File: config.mk
export PLATFORM = sky130hd
export DESIGN_NAME = rv_regfile
export DESIGN_NICKNAME = d
export VERILOG_FILES = /design/src/rv_isa_pkg.sv /design/src/rv_pipe_pkg.sv /design/src/rv_regfile.sv
export SDC_FILE = /design/constraint.sdc
export NUM_CORES = 2
export LEC_CHECK = 0
export BUFFER_PORTS_ARGS = -buffer_cell sky130_fd_sc_hd__buf_2
export CAP_MARGIN = 10
export CORE_MARGIN = 5
export CORE_UTILIZATION = 60
export DETAILED_ROUTE_END_ITERATION = 6
export PLACE_DENSITY = 0.81
export REMOVE_ABC_BUFFERS = 1
export SLEW_MARGIN = 15
export SYNTH_ARGS = -nofsm -noshare
export SYNTH_HDL_FRONTEND = slang
export SYNTH_SLANG_ARGS = --single-unit
File: constraint.sdc
create_clock -name clk -period 4.8 [get_ports clk]
set_clock_uncertainty 0.1 [all_clocks]
set_input_delay 0.72 -clock clk [delete_from_list [all_inputs] [get_ports clk]]
set_output_delay 0.72 -clock clk [all_outputs]
set_load 0.02 [all_outputs]
File: src/rv_isa_pkg.sv
package rv_isa_pkg;

    localparam int XLEN     = 64;
    localparam int ILEN     = 32;
    localparam int REG_AW   = 5;
    localparam int NUM_REGS = 2 ** REG_AW;

    typedef logic [XLEN-1:0]   xlen_t;
    typedef logic [ILEN-1:0]   inst_t;
    typedef logic [REG_AW-1:0] reg_addr_t;
    typedef logic [XLEN-1:0]   pc_t;

    localparam pc_t PC_RESET = 64'h0000_0000_8000_0000;

    localparam logic [6:0] OPC_OP_IMM    = 7'b0010011;
    localparam logic [6:0] OPC_OP        = 7'b0110011;
    localparam logic [6:0] OPC_OP_IMM_32 = 7'b0011011;
    localparam logic [6:0] OPC_OP_32     = 7'b0111011;
    localparam logic [6:0] OPC_LUI       = 7'b0110111;
    localparam logic [6:0] OPC_AUIPC     = 7'b0010111;
    localparam logic [6:0] OPC_SYSTEM    = 7'b1110011;

    localparam logic [6:0] F7_BASE = 7'b0000000;
    localparam logic [6:0] F7_ALT  = 7'b0100000;  // sub and sra

    localparam inst_t EBREAK_INST = 32'h0010_0073;

    typedef enum logic [3:0] {
        ALU_ADD,
        ALU_SUB,
        ALU_SLL,
        ALU_SLT,
        ALU_SLTU,
        ALU_XOR,
        ALU_SRL,
        ALU_SRA,
        ALU_OR,
        ALU_AND,
        ALU_PASS2   // lui
    } alu_op_e;

endpackage

File: src/rv_pipe_pkg.sv
package rv_pipe_pkg;
    import rv_isa_pkg::*;

    localparam int APB_AW   = 12;
    localparam int APB_DW   = 32;
    localparam int RETIRE_W = 16;

    typedef logic [APB_AW-1:0]   apb_addr_t;
    typedef logic [APB_DW-1:0]   apb_data_t;
    typedef logic [RETIRE_W-1:0] retire_cnt_t;

    localparam apb_addr_t ADDR_INSTR    = 12'h000;
    localparam apb_addr_t ADDR_STATUS   = 12'h004;
    localparam apb_addr_t ADDR_PC       = 12'h008;
    localparam apb_addr_t ADDR_REG_BASE = 12'h100;  // 8 bytes per register

    typedef struct packed {
        logic      psel;
        logic      penable;
        logic      pwrite;
        apb_addr_t paddr;
        apb_data_t pwdata;
    } apb_req_t;

    typedef struct packed {
        logic illegal;
        logic ebreak;
    } retire_t;

    typedef struct packed {
        pc_t       pc;
        alu_op_e   alu_op;
        xlen_t     src1;
        xlen_t     src2;
        reg_addr_t rd;
        logic      reg_wen;
        logic      word_op;   // sign-extend from bit 31
        logic      illegal;
        logic      ebreak;
        inst_t     inst;
    } id_ex_t;

    typedef struct packed {
        logic      valid;
        retire_t   status;
        reg_addr_t rd;
        logic      reg_wen;
        xlen_t     data;
    } wb_t;

    typedef enum logic [1:0] {
        IDLE,
        ACCESS,
        WAIT_DRAIN
    } ctrl_state_e;

endpackage

File: src/rv_regfile.sv
`timescale 1ns/1ps

module rv_regfile
    import rv_isa_pkg::*;
    import rv_pipe_pkg::*;
(
    input  logic      clk,
    input  logic      rst_n,
    input  reg_addr_t rs1_addr_i,
    input  reg_addr_t rs2_addr_i,
    output xlen_t     rs1_data_o,
    output xlen_t     rs2_data_o,
    input  wb_t       wb_i,
    input  reg_addr_t host_raddr_i,
    output xlen_t     host_rdata_o
);

    xlen_t regs_q [1:NUM_REGS-1];   // x0 not stored
    logic  wr_en;

    assign wr_en = wb_i.valid && wb_i.reg_wen && (wb_i.rd != '0);

    // write-through, a same-cycle write is seen on every read port
    function automatic xlen_t read_port(input reg_addr_t addr);
        xlen_t val;
        if (addr == '0) begin
            val = '0;
        end else if (wr_en && wb_i.rd == addr) begin
            val = wb_i.data;
        end else begin
            val = regs_q[addr];
        end
        return val;
    endfunction

    always_comb begin
        rs1_data_o   = read_port(rs1_addr_i);
        rs2_data_o   = read_port(rs2_addr_i);
        host_rdata_o = read_port(host_raddr_i);
    end

    always_ff @(posedge clk or negedge rst_n) begin
        if (!rst_n) begin
            for (int i = 1; i < NUM_REGS; i++) begin
                regs_q[i] <= '0;
            end
        end else if (wr_en) begin
            regs_q[wb_i.rd] <= wb_i.data;
        end
    end

endmodule

# After elaboration in Yosys (flattened, before gate mapping)
# Cells that the tools add are included.
dict set report word_totals {
  elab_cells 71
  out_inout_bits 192
  reg_bits 1984
}
dict set report op_classes {
  reduce_logical 10
  n_lt_le_gt_ge 5
  mux 18
  n_bitwise 4
  eq_ne 3
}
# op count
set op_table {}
lappend op_table {{1984-bit bitwise mux} 1}
lappend op_table {{64-bit binary-select mux with 5-bit select} 3}
lappend op_table {{64-bit 2-to-1 mux} 13}
lappend op_table {{64-bit demux with 5-bit select} 1}
lappend op_table {{6-bit greater-or-equal comparator (second input constant)} 4}
lappend op_table {{5-bit inverter with 6-bit output} 4}
lappend op_table {{5-bit == test} 3}
lappend op_table {{5-bit zero test} 3}
lappend op_table {{1-bit logical AND} 6}
lappend op_table {{6-bit by 1-bit less-than comparator with 1-bit output (second input constant)} 1}
lappend op_table {{5-bit nonzero test} 1}

# Depth between registers and ports, before layout
dict set report depth {
  word_depth 6
  ltp_mapped 11
  mapped_depth_nobuf 5
}

# Least setup slack after synthesis
# OpenSTA, ideal clock, no wires.
dict set report synth_timing {
  kind {input to output}
  startpoint {input port host_raddr_i[4]}
  endpoint {output port host_rdata_o[11]}
  stages 8
  t_required_ps 3980
  arrival_time_ps 2599
  slack_ps 1381
  n_path_buf 3
  cell_sequence {buf_2 nand2b_1 or2_2 clkbuf_1 clkbuf_1 o221a_2 a31o_2 o21ai_0}
}
dict set report synth_via {
  elab_chain_cells 6
  word_cells_on_any_way 9
}
# item line
set synth_lines {}
lappend synth_lines {{start, declared} rv_regfile.sv:14} ;# input reg_addr_t host_raddr_i,
lappend synth_lines {{5-bit inverter with 6-bit output (not written as such)} rv_regfile.sv:31} ;# val = regs_q[addr];
lappend synth_lines {{64-bit binary-select mux with 5-bit select} rv_regfile.sv:31}
lappend synth_lines {{64-bit 2-to-1 mux (not written as such) (2 in series)} rv_regfile.sv:31}
lappend synth_lines {{64-bit 2-to-1 mux} rv_regfile.sv:28} ;# end else if (wr_en && wb_i.rd == addr) begin
lappend synth_lines {{64-bit 2-to-1 mux *} rv_regfile.sv:26} ;# if (addr == '0) begin
lappend synth_lines {{end, declared} rv_regfile.sv:15} ;# output xlen_t host_rdata_o
# Mark *: on every way between the ends. The rest lies on a longest branch, timed or not. The select of a mux whose other input is x is not followed.

# Final worst setup path
dict set report layout_timing {
  startpoint {input port rs2_addr_i[0]}
  endpoint {output port rs2_data_o[1]}
}
dict set report layout_via {
  elab_chain_cells 6
  word_cells_on_any_way 9
}
# item line
set layout_lines {}
lappend layout_lines {{start, declared} rv_regfile.sv:10} ;# input reg_addr_t rs2_addr_i,
lappend layout_lines {{5-bit inverter with 6-bit output (not written as such)} rv_regfile.sv:31}
lappend layout_lines {{64-bit binary-select mux with 5-bit select} rv_regfile.sv:31}
lappend layout_lines {{64-bit 2-to-1 mux (not written as such) (2 in series)} rv_regfile.sv:31}
lappend layout_lines {{64-bit 2-to-1 mux} rv_regfile.sv:28}
lappend layout_lines {{64-bit 2-to-1 mux *} rv_regfile.sv:26}
lappend layout_lines {{end, declared} rv_regfile.sv:12} ;# output xlen_t rs2_data_o,
# Marked as above.

==> flow_summary.json <==
{
  "core_um2": 205000,
  "max_cap_violations": 0,
  "synth.cell_area_um2": 123000,
  "slew_headroom": 0.186,
  "wl_per_cell_um": 38.9,
  "postSynth.asyncResetShare": 1.00,
  "cp_max_fo": 17,
  "fmax_mhz": 222,
  "vias": 93400,
  "placed_cells": 11100,
  "synth_edf_count": 0,
  "track_usage": 0.409,
  "worst_r2r_endpoint": "regs_q[1893]$_DFFE_PN0P_",
  "cts-root-to-sink-buffers": 3,
  "htree_levels": 4,
  "switching_share": 0.296,
  "initial_utilization": 0.603,
  "yosysTopAreaCell": "dfrtp_1",
  "multi_input_comb_area_um2": 69400,
  "cts.root.buffer_cell": "clkbuf_16",
  "combinational_fraction_of_design_power": 0.219,
  "worst_slew_pin_slew_ns": 1.22,
  "nNetsFinal": 8684,
  "cts-resized-gates": 0,
  "timing.final.crit_share": 0.940,
  "top_level_ports": 282,
  "drive_above_1_share": 0.541,
  "detail_route.first_pass.iterations": 7,
  "failed_checks": "design-rule violations",
  "clk_pin_slew_ns": 0.06,
  "ys.flop_type": "dfrtp_1",
  "timing.final.hold_violations": 0,
  "drt-total-wl_um": 447000,
  "intPower_uw": 35000,
  "initialDrtViolationCount": 14200,
  "leakagePower_uw": 0.0594,
  "rr_startpoint": "regs_q[1893]$_DFFE_PN0P_",
  "layout.filler_cells": 13600,
  "placement_rows": 166,
  "count_of_unresolved_drc_violations_after_routing": 19,
  "port-buffer-count": 279,
  "ant_nets": 0,
  "cts_hold_buf": 1,
  "synth_warnings": 0,
  "unrepaired_setup_endpoints_after_global_routing": "false",
  "critical_path_arrival_ns": 3.69,
  "grt_max_degree": 140,
  "fp.dieArea_um2": 215000,
  "grt_pass1_vias": 95700,
  "finalWorstPathRequiredPeriod_ns": 4.51,
  "first_pass_grt_wire_length_um": 652000,
  "clk-insertion-delay-late_ns": 0.91,
  "cts.sink_count": 1984,
  "r2r_cells": 1,
  "final_cell_count_no_fill": 11500,
  "antenna_found_initial": 33,
  "pre_cts_slack_ns": 0.453,
  "power.sequential.fraction": 0.427,
  "vdd_drop_max_uv": 463,
  "crit_required_ns": 3.98,
  "tritoncts.num_buffers": 207,
  "final_critical_path_setup_slack_ns": 0.290,
  "yosysSeqAreaShare": 0.403,
  "setup.reg_to_reg.worst_slack_ns": 3.83,
  "main_area_contributors_after_synthesis": "dfrtp_1 (40%), mux2_2 (22%), mux4_2 (21%)",
  "critPathLaunch": "rs2_addr_i[0]",
  "die_y_um": 463,
  "post-cts-setup-buffers": 0,
  "power.net_switching_uw": 14700,
  "ys_seq_elements": 1984,
  "startpoint_type": "primary input",
  "syn_avg_cell_area_um2": 14.2,
  "critPathKind": "in2out",
  "timing.setup.tns_ns": 0,
  "drt-vias-per-instance": 8.14,
  "synth_cells": 8699,
  "setup_violations": 0,
  "min_path_type": "in2async",
  "post-dp-hpwl_um": 259000,
  "crit_path_end_kind": "primary output",
  "layout_top_registers": "regs_q: 1984 flops",
  "worst_setup_path_endpoint": "rs2_data_o[1]",
  "die_w_um": 463,
  "cts_tree": "yes",
  "synth.top_cell.area_share": 0.403,
  "largest_register_ff_count": 1984,
  "clkPwrFrac": 0.353,
  "area_delta_synth_final_pct": 10.9,
  "largest-register": "regs_q",
  "overflow": 0,
  "max_slew_vio_count": 0,
  "result_of_the_run": "complete, but fails checks",
  "ff_latch_area_um2": 49600,
  "power-per-cell-area_nw_per_um2": 364,
  "gp_routability_congestion": 0.919,
  "synth.distinct_cells": 62
}
-- area by class of cell --
class / count / area share
sequential: 1984 / 0.363
multi-input combinational: 5677 / 0.508
inverter: 9 / 0.000247
clock inverter: 102 / 0.0108
clock buffer: 281 / 0.0430
timing repair buffer: 715 / 0.0499
antenna: 28 / 0.000512
tap: 2688 / 0.0246
-- cells by family after synthesis --
family,count (synthesis),synth area share
multiplexers,3956,0.463
flip-flops,1984,0.403
AO/OA/AOI/OAI,1165,0.0748
buffers and inverters,1038,0.0375
AND/OR/NAND/NOR,541,0.0210
XOR/XNOR,15,0.00107
-- power groups by stage --
| stage | Combinational [µW] | Clock (µW) | Sequential, µW |
|---|---|---|---|
| 6_report | 10900 | 17600 | 21300 |
| 5_1_grt | 11400 | 18300 | 21500 |
| 4_1_cts | 10700 | 17600 | 21100 |
| 3_5_place_dp | 10700 | 0 | 21400 |
| 3_3_place_gp | 10400 | 0 | 21000 |
| 2_1_floorplan | 6990 | 0 | 20600 |
-- worst min-delay path by stage --
stage | startpoint | to | slack, ns | depth (start not counted)
final | rst_n | regs_q[1615]$_DFFE_PN0P_ | 0.35 | 2
after global routing | wb_i[0] | regs_q[1472]$_DFFE_PN0P_ | 0.38 | 2
after global placement | regs_q[245]$_DFFE_PN0P_ | regs_q[245]$_DFFE_PN0P_ | 0.40 | 1
after floorplan | rst_n | regs_q[0]$_DFFE_PN0P_ | 0.32 | 0
after CTS | rst_n | regs_q[387]$_DFFE_PN0P_ | 0.34 | 2
after detailed placement | regs_q[221]$_DFFE_PN0P_ | regs_q[221]$_DFFE_PN0P_ | 0.42 | 1
-- routing by layer --
metal | vias up | routed length, µm | track usage
met5 | - | 77 | 0
met4 | 14 | 42400 | 0.312
li1 | 34600 | - | -
met1 | 47500 | 146000 | 0.501
met2 | 8656 | 192000 | 0.587
met3 | 2622 | 66300 | 0.157
-- critical path: stages --
cell,delay (ns)
buf_8,0.27
buf_4,0.32
mux4_2,0.52
a22o_1,0.25
a221o_1,0.30
nor3_1,0.63
a21oi_1,0.35
buf_2,0.25
-- synthesized netlist by cell type (86+ instances only) --
cell type	number
mux4_2	1153
mux2_2	2380
dfrtp_1	1984
a221oi_1	192
mux2i_1	362
nand2_1	181
o22ai_1	110
clkbuf_1	521
a221o_1	86
a22oi_1	92
nor2_1	104
buf_2	393
-- stage by stage --
step	power [µW]	cell area (µm²)	hold slack [ns]	utilization
finish	49800	137000	0.345	0.668
floorplan	27600	119000	0.324	-
global placement	31400	129000	0.399	0.632
CTS	49400	137000	0.340	0.668
global route	51200	137000	0.377	0.668
detailed placement	32000	129000	0.421	0.632
-- layout by cell type, fill, tap and decap left out, types with 78 or more instances in the layout --
cell type / n
o22ai_1: 110
mux2i_1: 362
clkbuf_16: 209
a22oi_1: 92
a221oi_1: 192
mux4_2: 1153
a22o_1: 78
buf_12: 163
a21oi_1: 78
nor2_1: 81
o21ai_0: 79
mux2_2: 2380
buf_4: 273
buf_2: 267
a221o_1: 86
o22a_1: 79
nand2_1: 170
dfrtp_1: 1984
Power figures use the tool's default switching activity.
