**src/rv_isa_pkg.sv**
```systemverilog
package rv_isa_pkg;

    localparam int XLEN     = 64;
    localparam int ILEN     = 32;
    localparam int REG_AW   = 5;
    localparam int NUM_REGS = 2 ** REG_AW;

    typedef logic [XLEN-1:0]   xlen_t;
    typedef logic [ILEN-1:0]   inst_t;
    typedef logic [REG_AW-1:0] reg_addr_t;
    typedef logic [XLEN-1:0]   pc_t;

    localparam pc_t PC_RESET = 64'h0000_0000_8000_0000;

    localparam logic [6:0] OPC_OP_IMM    = 7'b0010011;
    localparam logic [6:0] OPC_OP        = 7'b0110011;
    localparam logic [6:0] OPC_OP_IMM_32 = 7'b0011011;
    localparam logic [6:0] OPC_OP_32     = 7'b0111011;
    localparam logic [6:0] OPC_LUI       = 7'b0110111;
    localparam logic [6:0] OPC_AUIPC     = 7'b0010111;
    localparam logic [6:0] OPC_SYSTEM    = 7'b1110011;

    localparam logic [6:0] F7_BASE = 7'b0000000;
    localparam logic [6:0] F7_ALT  = 7'b0100000;  // sub and sra

    localparam inst_t EBREAK_INST = 32'h0010_0073;

    typedef enum logic [3:0] {
        ALU_ADD,
        ALU_SUB,
        ALU_SLL,
        ALU_SLT,
        ALU_SLTU,
        ALU_XOR,
        ALU_SRL,
        ALU_SRA,
        ALU_OR,
        ALU_AND,
        ALU_PASS2   // lui
    } alu_op_e;

endpackage

```
**src/rv_pipe_pkg.sv**
```systemverilog
package rv_pipe_pkg;
    import rv_isa_pkg::*;

    localparam int APB_AW   = 12;
    localparam int APB_DW   = 32;
    localparam int RETIRE_W = 16;

    typedef logic [APB_AW-1:0]   apb_addr_t;
    typedef logic [APB_DW-1:0]   apb_data_t;
    typedef logic [RETIRE_W-1:0] retire_cnt_t;

    localparam apb_addr_t ADDR_INSTR    = 12'h000;
    localparam apb_addr_t ADDR_STATUS   = 12'h004;
    localparam apb_addr_t ADDR_PC       = 12'h008;
    localparam apb_addr_t ADDR_REG_BASE = 12'h100;  // 8 bytes per register

    typedef struct packed {
        logic      psel;
        logic      penable;
        logic      pwrite;
        apb_addr_t paddr;
        apb_data_t pwdata;
    } apb_req_t;

    typedef struct packed {
        logic illegal;
        logic ebreak;
    } retire_t;

    typedef struct packed {
        pc_t       pc;
        alu_op_e   alu_op;
        xlen_t     src1;
        xlen_t     src2;
        reg_addr_t rd;
        logic      reg_wen;
        logic      word_op;   // sign-extend from bit 31
        logic      illegal;
        logic      ebreak;
        inst_t     inst;
    } id_ex_t;

    typedef struct packed {
        logic      valid;
        retire_t   status;
        reg_addr_t rd;
        logic      reg_wen;
        xlen_t     data;
    } wb_t;

    typedef enum logic [1:0] {
        IDLE,
        ACCESS,
        WAIT_DRAIN
    } ctrl_state_e;

endpackage

```
**src/rv_decoder.sv**
```systemverilog
`timescale 1ns/1ps

module rv_decoder
    import rv_isa_pkg::*;
    import rv_pipe_pkg::*;
(
    input  logic      issue_valid_i,
    input  inst_t     issue_inst_i,
    input  pc_t       issue_pc_i,
    output reg_addr_t rs1_addr_o,
    output reg_addr_t rs2_addr_o,
    input  xlen_t     rs1_data_i,
    input  xlen_t     rs2_data_i,
    input  wb_t       wb_i,
    output logic      id_valid_o,
    output id_ex_t    id_o
);

    logic [6:0] opcode;
    logic [2:0] funct3;
    logic [6:0] funct7;
    xlen_t      imm_i;
    xlen_t      imm_u;
    xlen_t      rs1_val;
    xlen_t      rs2_val;
    logic       wb_fwd;

    assign opcode     = issue_inst_i[6:0];
    assign funct3     = issue_inst_i[14:12];
    assign funct7     = issue_inst_i[31:25];
    assign rs1_addr_o = issue_inst_i[19:15];
    assign rs2_addr_o = issue_inst_i[24:20];
    assign id_valid_o = issue_valid_i;

    assign imm_i = {{52{issue_inst_i[31]}}, issue_inst_i[31:20]};
    assign imm_u = {{32{issue_inst_i[31]}}, issue_inst_i[31:12], 12'b0};

    // result still in write-back, one cycle before the regfile has it
    assign wb_fwd  = wb_i.valid && wb_i.reg_wen && (wb_i.rd != '0);
    assign rs1_val = (wb_fwd && wb_i.rd == rs1_addr_o) ? wb_i.data : rs1_data_i;
    assign rs2_val = (wb_fwd && wb_i.rd == rs2_addr_o) ? wb_i.data : rs2_data_i;

    always_comb begin
        id_o        = '0;
        id_o.pc     = issue_pc_i;
        id_o.inst   = issue_inst_i;
        id_o.rd     = issue_inst_i[11:7];
        id_o.alu_op = ALU_ADD;
        id_o.src1   = rs1_val;
        id_o.src2   = imm_i;
        case (opcode)
            OPC_OP_IMM: begin
                case (funct3)
                    3'b000:  id_o.alu_op = ALU_ADD;
                    3'b001:  id_o.alu_op = ALU_SLL;
                    3'b010:  id_o.alu_op = ALU_SLT;
                    3'b011:  id_o.alu_op = ALU_SLTU;
                    3'b100:  id_o.alu_op = ALU_XOR;
                    3'b101:  id_o.alu_op = funct7[5] ? ALU_SRA : ALU_SRL;
                    3'b110:  id_o.alu_op = ALU_OR;
                    default: id_o.alu_op = ALU_AND;
                endcase
                // rv64 shifts keep a 6-bit shamt, funct6 must be clean
                if (funct3[1:0] == 2'b01 && {funct7[6], funct7[4:1]} != '0) begin
                    id_o.illegal = 1'b1;
                end
                if (funct3 == 3'b001 && funct7[5]) begin
                    id_o.illegal = 1'b1;
                end
            end
            OPC_OP: begin
                id_o.src2 = rs2_val;
                case ({funct7, funct3})
                    {F7_BASE, 3'b000}: id_o.alu_op = ALU_ADD;
                    {F7_ALT,  3'b000}: id_o.alu_op = ALU_SUB;
                    {F7_BASE, 3'b001}: id_o.alu_op = ALU_SLL;
                    {F7_BASE, 3'b010}: id_o.alu_op = ALU_SLT;
                    {F7_BASE, 3'b011}: id_o.alu_op = ALU_SLTU;
                    {F7_BASE, 3'b100}: id_o.alu_op = ALU_XOR;
                    {F7_BASE, 3'b101}: id_o.alu_op = ALU_SRL;
                    {F7_ALT,  3'b101}: id_o.alu_op = ALU_SRA;
                    {F7_BASE, 3'b110}: id_o.alu_op = ALU_OR;
                    {F7_BASE, 3'b111}: id_o.alu_op = ALU_AND;
                    default:           id_o.illegal = 1'b1;
                endcase
            end
            OPC_OP_IMM_32: begin
                id_o.word_op = 1'b1;   // addiw only
                id_o.illegal = (funct3 != 3'b000);
            end
            OPC_OP_32: begin
                id_o.src2    = rs2_val;
                id_o.word_op = 1'b1;
                case ({funct7, funct3})
                    {F7_BASE, 3'b000}: id_o.alu_op = ALU_ADD;
                    {F7_ALT,  3'b000}: id_o.alu_op = ALU_SUB;
                    default:           id_o.illegal = 1'b1;
                endcase
            end
            OPC_LUI: begin
                id_o.alu_op = ALU_PASS2;
                id_o.src2   = imm_u;
            end
            OPC_AUIPC: begin
                id_o.src1 = issue_pc_i;   // pc of this very instruction
                id_o.src2 = imm_u;
            end
            OPC_SYSTEM: begin
                id_o.ebreak  = (issue_inst_i == EBREAK_INST);
                id_o.illegal = (issue_inst_i != EBREAK_INST);
            end
            default: id_o.illegal = 1'b1;
        endcase
        id_o.reg_wen = !id_o.illegal && !id_o.ebreak;
    end

endmodule

```
**config.mk**
```make
export PLATFORM = sky130hd
export DESIGN_NAME = rv_decoder
export DESIGN_NICKNAME = d
export VERILOG_FILES = /design/src/rv_isa_pkg.sv /design/src/rv_pipe_pkg.sv /design/src/rv_decoder.sv
export SDC_FILE = /design/constraint.sdc
export NUM_CORES = 1
export LEC_CHECK = 0
export BUFFER_PORTS_ARGS = -buffer_cell sky130_fd_sc_hd__buf_2
export CAP_MARGIN = 25
export CORE_AREA = 8 8 207 209
export DETAILED_ROUTE_END_ITERATION = 7
export DIE_AREA = 0 0 215 217
export GPL_TIMING_DRIVEN = 0
export PLACE_DENSITY_LB_ADDON = 0.3
export SKIP_LAST_GASP = 1
export SLEW_MARGIN = 30
export SYNTH_ARGS = -nofsm -noshare
export SYNTH_HDL_FRONTEND = slang
export SYNTH_SLANG_ARGS = --single-unit
```
**constraint.sdc**
```tcl
create_clock -name vclk -period 3.2
set_input_delay 0 -clock vclk [all_inputs]
set_output_delay 0 -clock vclk [all_outputs]
set_load 0.02 [all_outputs]
```
== Word-level counts from Yosys, hierarchy flattened ==
Cells that the tools add are included.
Word-level totals
  register bits: 0
  bits in latches: 0
  RAM bits: 0
  ROM bits: 0
  input bits: 298
  output and inout bits: 248
  word-level logic and storage cells: 62
  memories kept: 0
Cells by class
  $add $sub $neg: 0
  multipliers: 0
  div/mod/pow operators: 0
  magnitude comparators: 0
  equality and inequality tests: 27
  shift-type cells: 0
  multiplexer cells: 16
  bitwise logic cells: 0
  reductions and logical operators: 19
Operators by type and width (number)
  64-bit two-way mux: 3
  64-bit one-hot mux with 2 select lines: 1
  10-bit by 3-bit == test with 1-bit output, second input constant: 4
  4-bit one-hot mux with 9 select lines: 1
  32-bit by 21-bit == test with 1-bit output, second input constant: 1
  32-bit by 21-bit != test with 1-bit output, second input constant: 1
  4-bit one-hot mux with 7 select lines: 1
  7-bit by 5-bit == test with 1-bit output, second input constant: 3
  7-bit by 6-bit == test with 1-bit output, second input constant: 3
  10-bit by 2-bit == test with 1-bit output, second input constant: 2
  10-bit by 9-bit == test with 1-bit output, second input constant: 2
  4-bit one-hot mux with 4 select lines: 1
  10-bit by 1-bit == test with 1-bit output, second input constant: 1
  5-bit == test: 2
  10-bit logical NOT: 1
  5-bit nonzero test: 2
  10-bit OR reduction: 1
  3-bit == test, second input constant: 3
  1-bit two-way mux: 8
  2-bit OR reduction: 4
  7-bit == test, second input constant: 1
  1-bit logical AND: 7
  3-bit by 2-bit == test with 1-bit output, second input constant: 2
  1-bit one-hot mux with 6 select lines: 1
  other kinds (5): 6

== Depth between registers and ports, before layout ==
Gate-level depths: netlist of run 1.
  word-level depth: 7
  mapped depth: 7
  depth with buffers taken out: 4

== Least setup slack after synthesis of run 1 ==
Ideal clock, no wire load.
  path type: input to output
  start point: input port wb_i[66] (netlist name)
  end point: output port id_o[105] (netlist name)
  arrival time: 1.526 ns
  required time: 3.200 ns
  setup slack: 1.674 ns
  stages on the path: 5
  path buffers: 1
  cell sequence: or4_4 -> o211ai_4 -> clkbuf_2 -> o21ai_0 -> a31oi_1
RTL lines
  start, declared: line rv_decoder.sv:14  | input wb_t wb_i,
  end, declared: line rv_decoder.sv:16  | output id_ex_t id_o

==> results.py, run 1 <==
metrics = {
    "status": {
        "status": "finished clean",
    },
    "critical_path": {
        "setup.worst_path.class": "input pin to primary output",
        "cp.arrival_ns": 2.36,
        "crit_chain": "buf_2, or4_4, o211ai_4, clkbuf_2, o21ai_0, a31oi_1, buf_2",
        "cp-start-kind": "input pin",
        "path_common_cell": "buf_2",
        "timing.critical_path.to": "id_o[128]",
        "crit_fanout": 10,
        "critical-path-max-stage-delay_ns": 0.60,
        "crit_slowest_cell": "o211ai_4",
        "cp-startpoint": "wb_i[66]",
        "crit_path_end_kind": "primary output",
        "crit_required_ns": 3.20,
    },
    "final_layout": {
        "num-fill-cells": 4704,
        "nFlopsAndLatches": 0,
        "final_util_pct": 19.9,
        "syn2layout_area_growth_pct": 76.6,
        "seqCellArea_sq_um": 0,
        "nClkBuffers": 0,
        "stdcell_area_sq_um": 7840,
        "fin_nets": 1619,
        "drive_above_1_share_pct": 52.6,
    },
    "sta": {
        "tightest_slew_ns": 1.03,
        "setup_ws_ns": 0.841,
        "period_needed_ns": 2.36,
        "fin_tns_setup_ns": 0,
        "fmax_mhz": 424,
        "slew_violations": 0,
        "finalHoldViolCount": 0,
        "rsz0062_at_grt": "no",
        "relSlewSlack_pct": 31.5,
        "finalSetupViolCount": 0,
        "period_share_pct": 73.7,
        "holdWs_ns": 0.219,
    },
    "drt": {
        "remaining_drc_errors": 0,
        "num_vias": 8401,
        "ant_nets": 0,
        "drt_iter0_drc": 764,
        "wl_per_cell_um": 23.2,
        "viasPerCell": 4.55,
        "first_pass_iters": 6,
        "routed_wl_mm": 42.8,
    },
    "yosys": {
        "synthCells": 775,
        "synthesis.area_sq_um": 4440,
        "synthDistinctLibCells": 44,
        "syn-mean-instance-area_sq_um": 5.72,
        "syn_nets": 1073,
        "ys_warn_count": 0,
        "ys_seq_area_share_pct": 0,
    },
    "power_and_ir_drop": {
        "irDropWorstVdd_uv": 58.6,
        "p_seq_share_pct": 0,
        "power.share.clock_pct": 0,
        "p_comb_share_pct": 100.0,
        "internal-power_w": 0.000446,
        "p_per_area_nw_per_um2": 153,
        "p_leak_nw": 3.73,
        "p_sw_share_pct": 62.8,
        "power.switching_w": 0.000752,
    },
    "clock_network": {
        "cts_setup_buffers": 0,
        "hold_buffers": 0,
        "cts_resized": 0,
    },
    "floorplanning": {
        "row_count": 73,
        "core_sq_um": 39500,
        "io_pins": 546,
        "dieArea_sq_um": 46700,
        "initial_core_util_pct": 11.2,
        "die_y_um": 217,
        "die_w_um": 215,
    },
    "grt": {
        "use_met3_pct": 3.54,
        "grt_pass1_vias": 8441,
        "grt.met2_usage_pct": 28.8,
        "grt_pass1_wl_mm": 59.1,
        "gr-usage-all-layers_pct": 16.6,
        "overflow": 0,
        "gr-max-usage-layer": "met2",
        "antenna_found_initial": 6,
        "grt_max_degree": 11,
        "use_met1_pct": 21.1,
    },
    "placed_design": {
        "io_buffers": 542,
        "place_area_sq_um": 7830,
        "dp_hpwl_mm": 37.1,
        "pre_cts_ws_ns": 0.800,
        "gp_congestion": 0.931,
    },
    "job": {
        "maxCapViolCount": 0,
    },
    "min_path": {
        "hp-class": "input pin to primary output",
    },
}
[worst min path at each step]
| stage | slack (ns) | from | end | cells past startpoint |
|---|---|---|---|---|
| final | 0.22 | issue_valid_i | id_valid_o | 2 |
| after global placement | 0.22 | issue_valid_i | id_valid_o | 2 |
| after CTS | 0.22 | issue_valid_i | id_valid_o | 2 |
| after floorplan | 0.11 | issue_inst_i[0] | id_o[0] | 1 |
| after detailed placement | 0.22 | issue_valid_i | id_valid_o | 2 |
| after global routing | 0.22 | issue_valid_i | id_valid_o | 2 |
[critical path, delay by kind of cell]
kind	cells	cell delay (ns)
AO/OA/AOI/OAI	3	1.05
AND/OR/NAND/NOR	1	0.59
buffers and inverters	3	0.71
[area by class of cell]
class	count	area [sq um]	area share [%]
multi-input combinational	572	3210	41.0
timing repair buffer	544	2740	34.9
buffer	200	1210	15.5
tap	525	657	8.38
inverter	3	11.3	0.144
antenna	2	5.00	0.0639
[power by group through the flow]
| stage | logic (W) | registers (W) | clock network [W] |
|---|---|---|---|
| after CTS | 0.00121 | 0 | 0 |
| after detailed placement | 0.00120 | 0 | 0 |
| after floorplan | 0.000610 | 0 | 0 |
| final | 0.00120 | 0 | 0.0000000000836 |
| after global placement | 0.00120 | 0 | 0 |
| after global routing | 0.00128 | 0 | 0.0000000000836 |
[metal layers]
layer | share of wire, % | up-vias | routed length [um]
met2 | 48 | 478 | 20500
met4 | 2.1 | 8 | 881
met1 | 42 | 3988 | 18100
met3 | 7.8 | 54 | 3320
met5 | 0.13 | - | 54
li1 | - | 3873 | -
[Yosys cell counts (2+ instances only)]
master    number  area (sq um)
clkbuf_2       9          45.0
a21o_1         2          15.0
nor2_1        72           270
and3_1         2          12.5
nor4_1         6          37.5
nor3b_1        2          15.0
a31oi_1       97           607
xnor2_1       10          87.6
o211ai_1      33           248
nand3_1       99           495
nor2b_1        6          37.5
nand3b_1       2          15.0
mux2i_1        2          20.0
o211ai_4       2          42.5
buf_2         21           105
inv_1          3          11.3
buf_1         12          45.0
nor3_1         4          20.0
nand4_1       36           225
nand2_1       50           188
and4_1         2          17.5
o211a_1        3          30.0
o21ai_0      101           505
buf_4        113           848
and2_1         2          12.5
nand2b_1       2          12.5
a22oi_1       21           158
clkbuf_1      45           169
[through the flow]
step	instances	power, W
6_report	1846	0.00120
5_1_grt	1846	0.00128
4_1_cts	1844	0.00121
3_5_place_dp	1844	0.00120
3_3_place_gp	1842	0.00120
2_1_floorplan	775	0.000610
[logic make-up after synthesis]
logic type | synth area share [%]
and+or+nand+nor | 31.6
AOI/OAI and AO/OA | 38.2
xor gates and xnor gates | 2.17
muxes | 0.451
buffers and inverters | 27.6
[cells in the final DEF (no fill, tap or decap), types with 12 or more instances in the layout]
cell | synthesis | final
a31oi_1 | 97 | 97
buf_2 | 21 | 563
nand2_1 | 50 | 50
o21ai_0 | 101 | 101
nand3_1 | 99 | 99
clkbuf_1 | 45 | 43
nand4_1 | 36 | 36
a22oi_1 | 21 | 21
buf_1 | 12 | 12
nor2_1 | 72 | 72
o211ai_1 | 33 | 33
buf_4 | 113 | 114
(Power assumes the default switching activity.)
==> run 2, diff against run 1 <==
Clock period 3.2 ns to 2 ns, I/O delays scaled along.
==> results.py, run 2 (synthesis gave the netlist of run 1 again) <==
metrics = {
    "status": {
        "status": "finished clean",
    },
    "power_and_ir_drop": {
        "p_per_area_nw_per_um2": 246,
        "p_leak_nw": 3.85,
        "p_seq_share_pct": 0,
        "internal-power_w": 0.000758,
        "p_sw_share_pct": 61.5,
        "power.share.clock_pct": 0,
        "p_comb_share_pct": 100.0,
        "irDropWorstVdd_uv": 100,
        "power.switching_w": 0.00121,
    },
    "drt": {
        "viasPerCell": 4.56,
        "wl_met2_mm": 20.5,
        "drt_iter0_drc": 700,
        "wl_per_cell_um": 23.1,
        "num_vias": 8447,
        "ant_nets": 0,
        "wl_met1_mm": 18.2,
        "remaining_drc_errors": 0,
        "first_pass_iters": 8,
        "routed-wl-met3_mm": 3.20,
        "routed_wl_mm": 42.8,
        "dr.max_layer_used": "met5",
    },
    "final_layout": {
        "final_util_pct": 20.3,
        "fin_nets": 1624,
        "nClkBuffers": 0,
        "syn2layout_area_growth_pct": 80.6,
        "drive_above_1_share_pct": 54.8,
        "stdcell_count": 1852,
        "seqCellArea_sq_um": 0,
        "final_cell_mix": "buf_2 (554), buf_4 (130), o21ai_0 (101)",
        "nFlopsAndLatches": 0,
        "final_common_cell": "buf_2",
        "multi_input_area_sq_um": 3240,
        "num-fill-cells": 4688,
    },
    "grt": {
        "gr-usage-all-layers_pct": 16.6,
        "grt_max_degree": 11,
        "antenna_found_initial": 6,
        "grt_pass1_wl_mm": 59.3,
        "grt_pass1_vias": 8483,
        "overflow": 0,
    },
    "placed_design": {
        "io_buffers": 542,
        "dp_cells": 1844,
        "gp_congestion": 0.931,
        "dp_hpwl_mm": 37.1,
    },
    "critical_path": {
        "crit_required_ns": 2.00,
        "crit_fanout": 10,
        "cp-start-kind": "input pin",
        "crit_path_end_kind": "primary output",
        "cp.arrival_ns": 1.94,
        "setup.worst_path.class": "input pin to primary output",
    },
    "sta": {
        "period_share_pct": 97.1,
        "relSlewSlack_pct": 64.7,
        "holdWs_ns": 0.219,
        "fmax_mhz": 515,
        "finalSetupViolCount": 0,
        "tightest_slew_ns": 0.522,
        "rsz0062_at_grt": "yes",
        "finalHoldViolCount": 0,
        "slew_violations": 0,
        "period_needed_ns": 1.94,
    },
    "floorplanning": {
        "initial_core_util_pct": 11.2,
        "io_pins": 546,
        "die_y_um": 217,
        "dieArea_sq_um": 46700,
        "row_count": 73,
        "die_w_um": 215,
        "core_sq_um": 39500,
    },
    "job": {
        "maxCapViolCount": 0,
    },
    "min_path": {
        "min_from": "issue_valid_i",
        "hold_depth": 2,
        "hp-class": "input pin to primary output",
        "min_to": "id_valid_o",
    },
    "clock_network": {
        "hold_buffers": 0,
    },
}
-- run 2: cell count changes in the layout (fill, tap and decap cells not counted), sizes merged --
| cell | before | now |
|---|---|---|
| diode | 2 | 3 |
| clkbuf | 54 | 56 |
| buf | 690 | 693 |
-- run 2: worst max path at each step --
stage / endpoint / from / cells after the start / slack (ns)
after floorplan: id_o[105] / wb_i[66] / 5 / 0.47
after global placement: id_o[120] / issue_inst_i[6] / 8 / -0.82
after detailed placement: id_o[122] / issue_inst_i[6] / 8 / -0.40
after CTS: id_o[138] / wb_i[66] / 8 / -0.0007
after global routing: id_o[156] / wb_i[69] / 8 / -0.008
final: id_o[45] / wb_i[69] / 7 / 0.06
-- run 2: power groups by stage --
stage,Sequential (W),Clock (W),Combinational (W)
after floorplan,0,0,0.000977
after global placement,0,0,0.00192
after detailed placement,0,0,0.00193
after CTS,0,0,0.00197
after global routing,0,0.000000000134,0.00210
final,0,0.0000000000335,0.00197
-- run 2: metal layers --
metal / track usage [%] / up-vias
li1: - / 3892
met1: 21.2 / 4010
met2: 28.9 / 480
met3: 3.52 / 57
met4: 2.93 / 8
met5: 0 / -
-- run 2: what timing repair did --
action / CTS / global route
gates cloned: 0 / 0
endpoints found under the hold margin: 0 / 0
buffers inserted: 5 / 1
resized for setup: 17 / 48
pin swaps: 5 / 10
setup endpoints to repair: 115 / 65
-- run 2: metrics by stage --
stage | power (W) | TNS [ns] | setup slack [ns] | instance area, sq um
2_1_floorplan | 0.000977 | 0 | 0.474 | 4440
4_1_cts | 0.00197 | -0.000700 | -0.000700 | 7930
3_5_place_dp | 0.00193 | -19.89 | -0.400 | 7830
3_3_place_gp | 0.00192 | -33.91 | -0.815 | 7800
6_report | 0.00197 | 0 | 0.0588 | 8010
5_1_grt | 0.00210 | -0.0164 | -0.00770 | 8010
-- run 2: final cells by class --
cell class | count | share of cell area, %
tap | 525 | 8.20
antenna | 3 | 0.0937
multi-input combinational | 572 | 40.4
timing repair buffer | 550 | 35.3
inverter | 3 | 0.141
buffer | 199 | 15.8
-- run 2: critical path, cell delays in order --
cell and delay, ns:
buf_2 0.13, or4_4 0.59, o211ai_4 0.25, nor2_1 0.16
buf_2 0.25, o211ai_1 0.32, buf_2 0.24
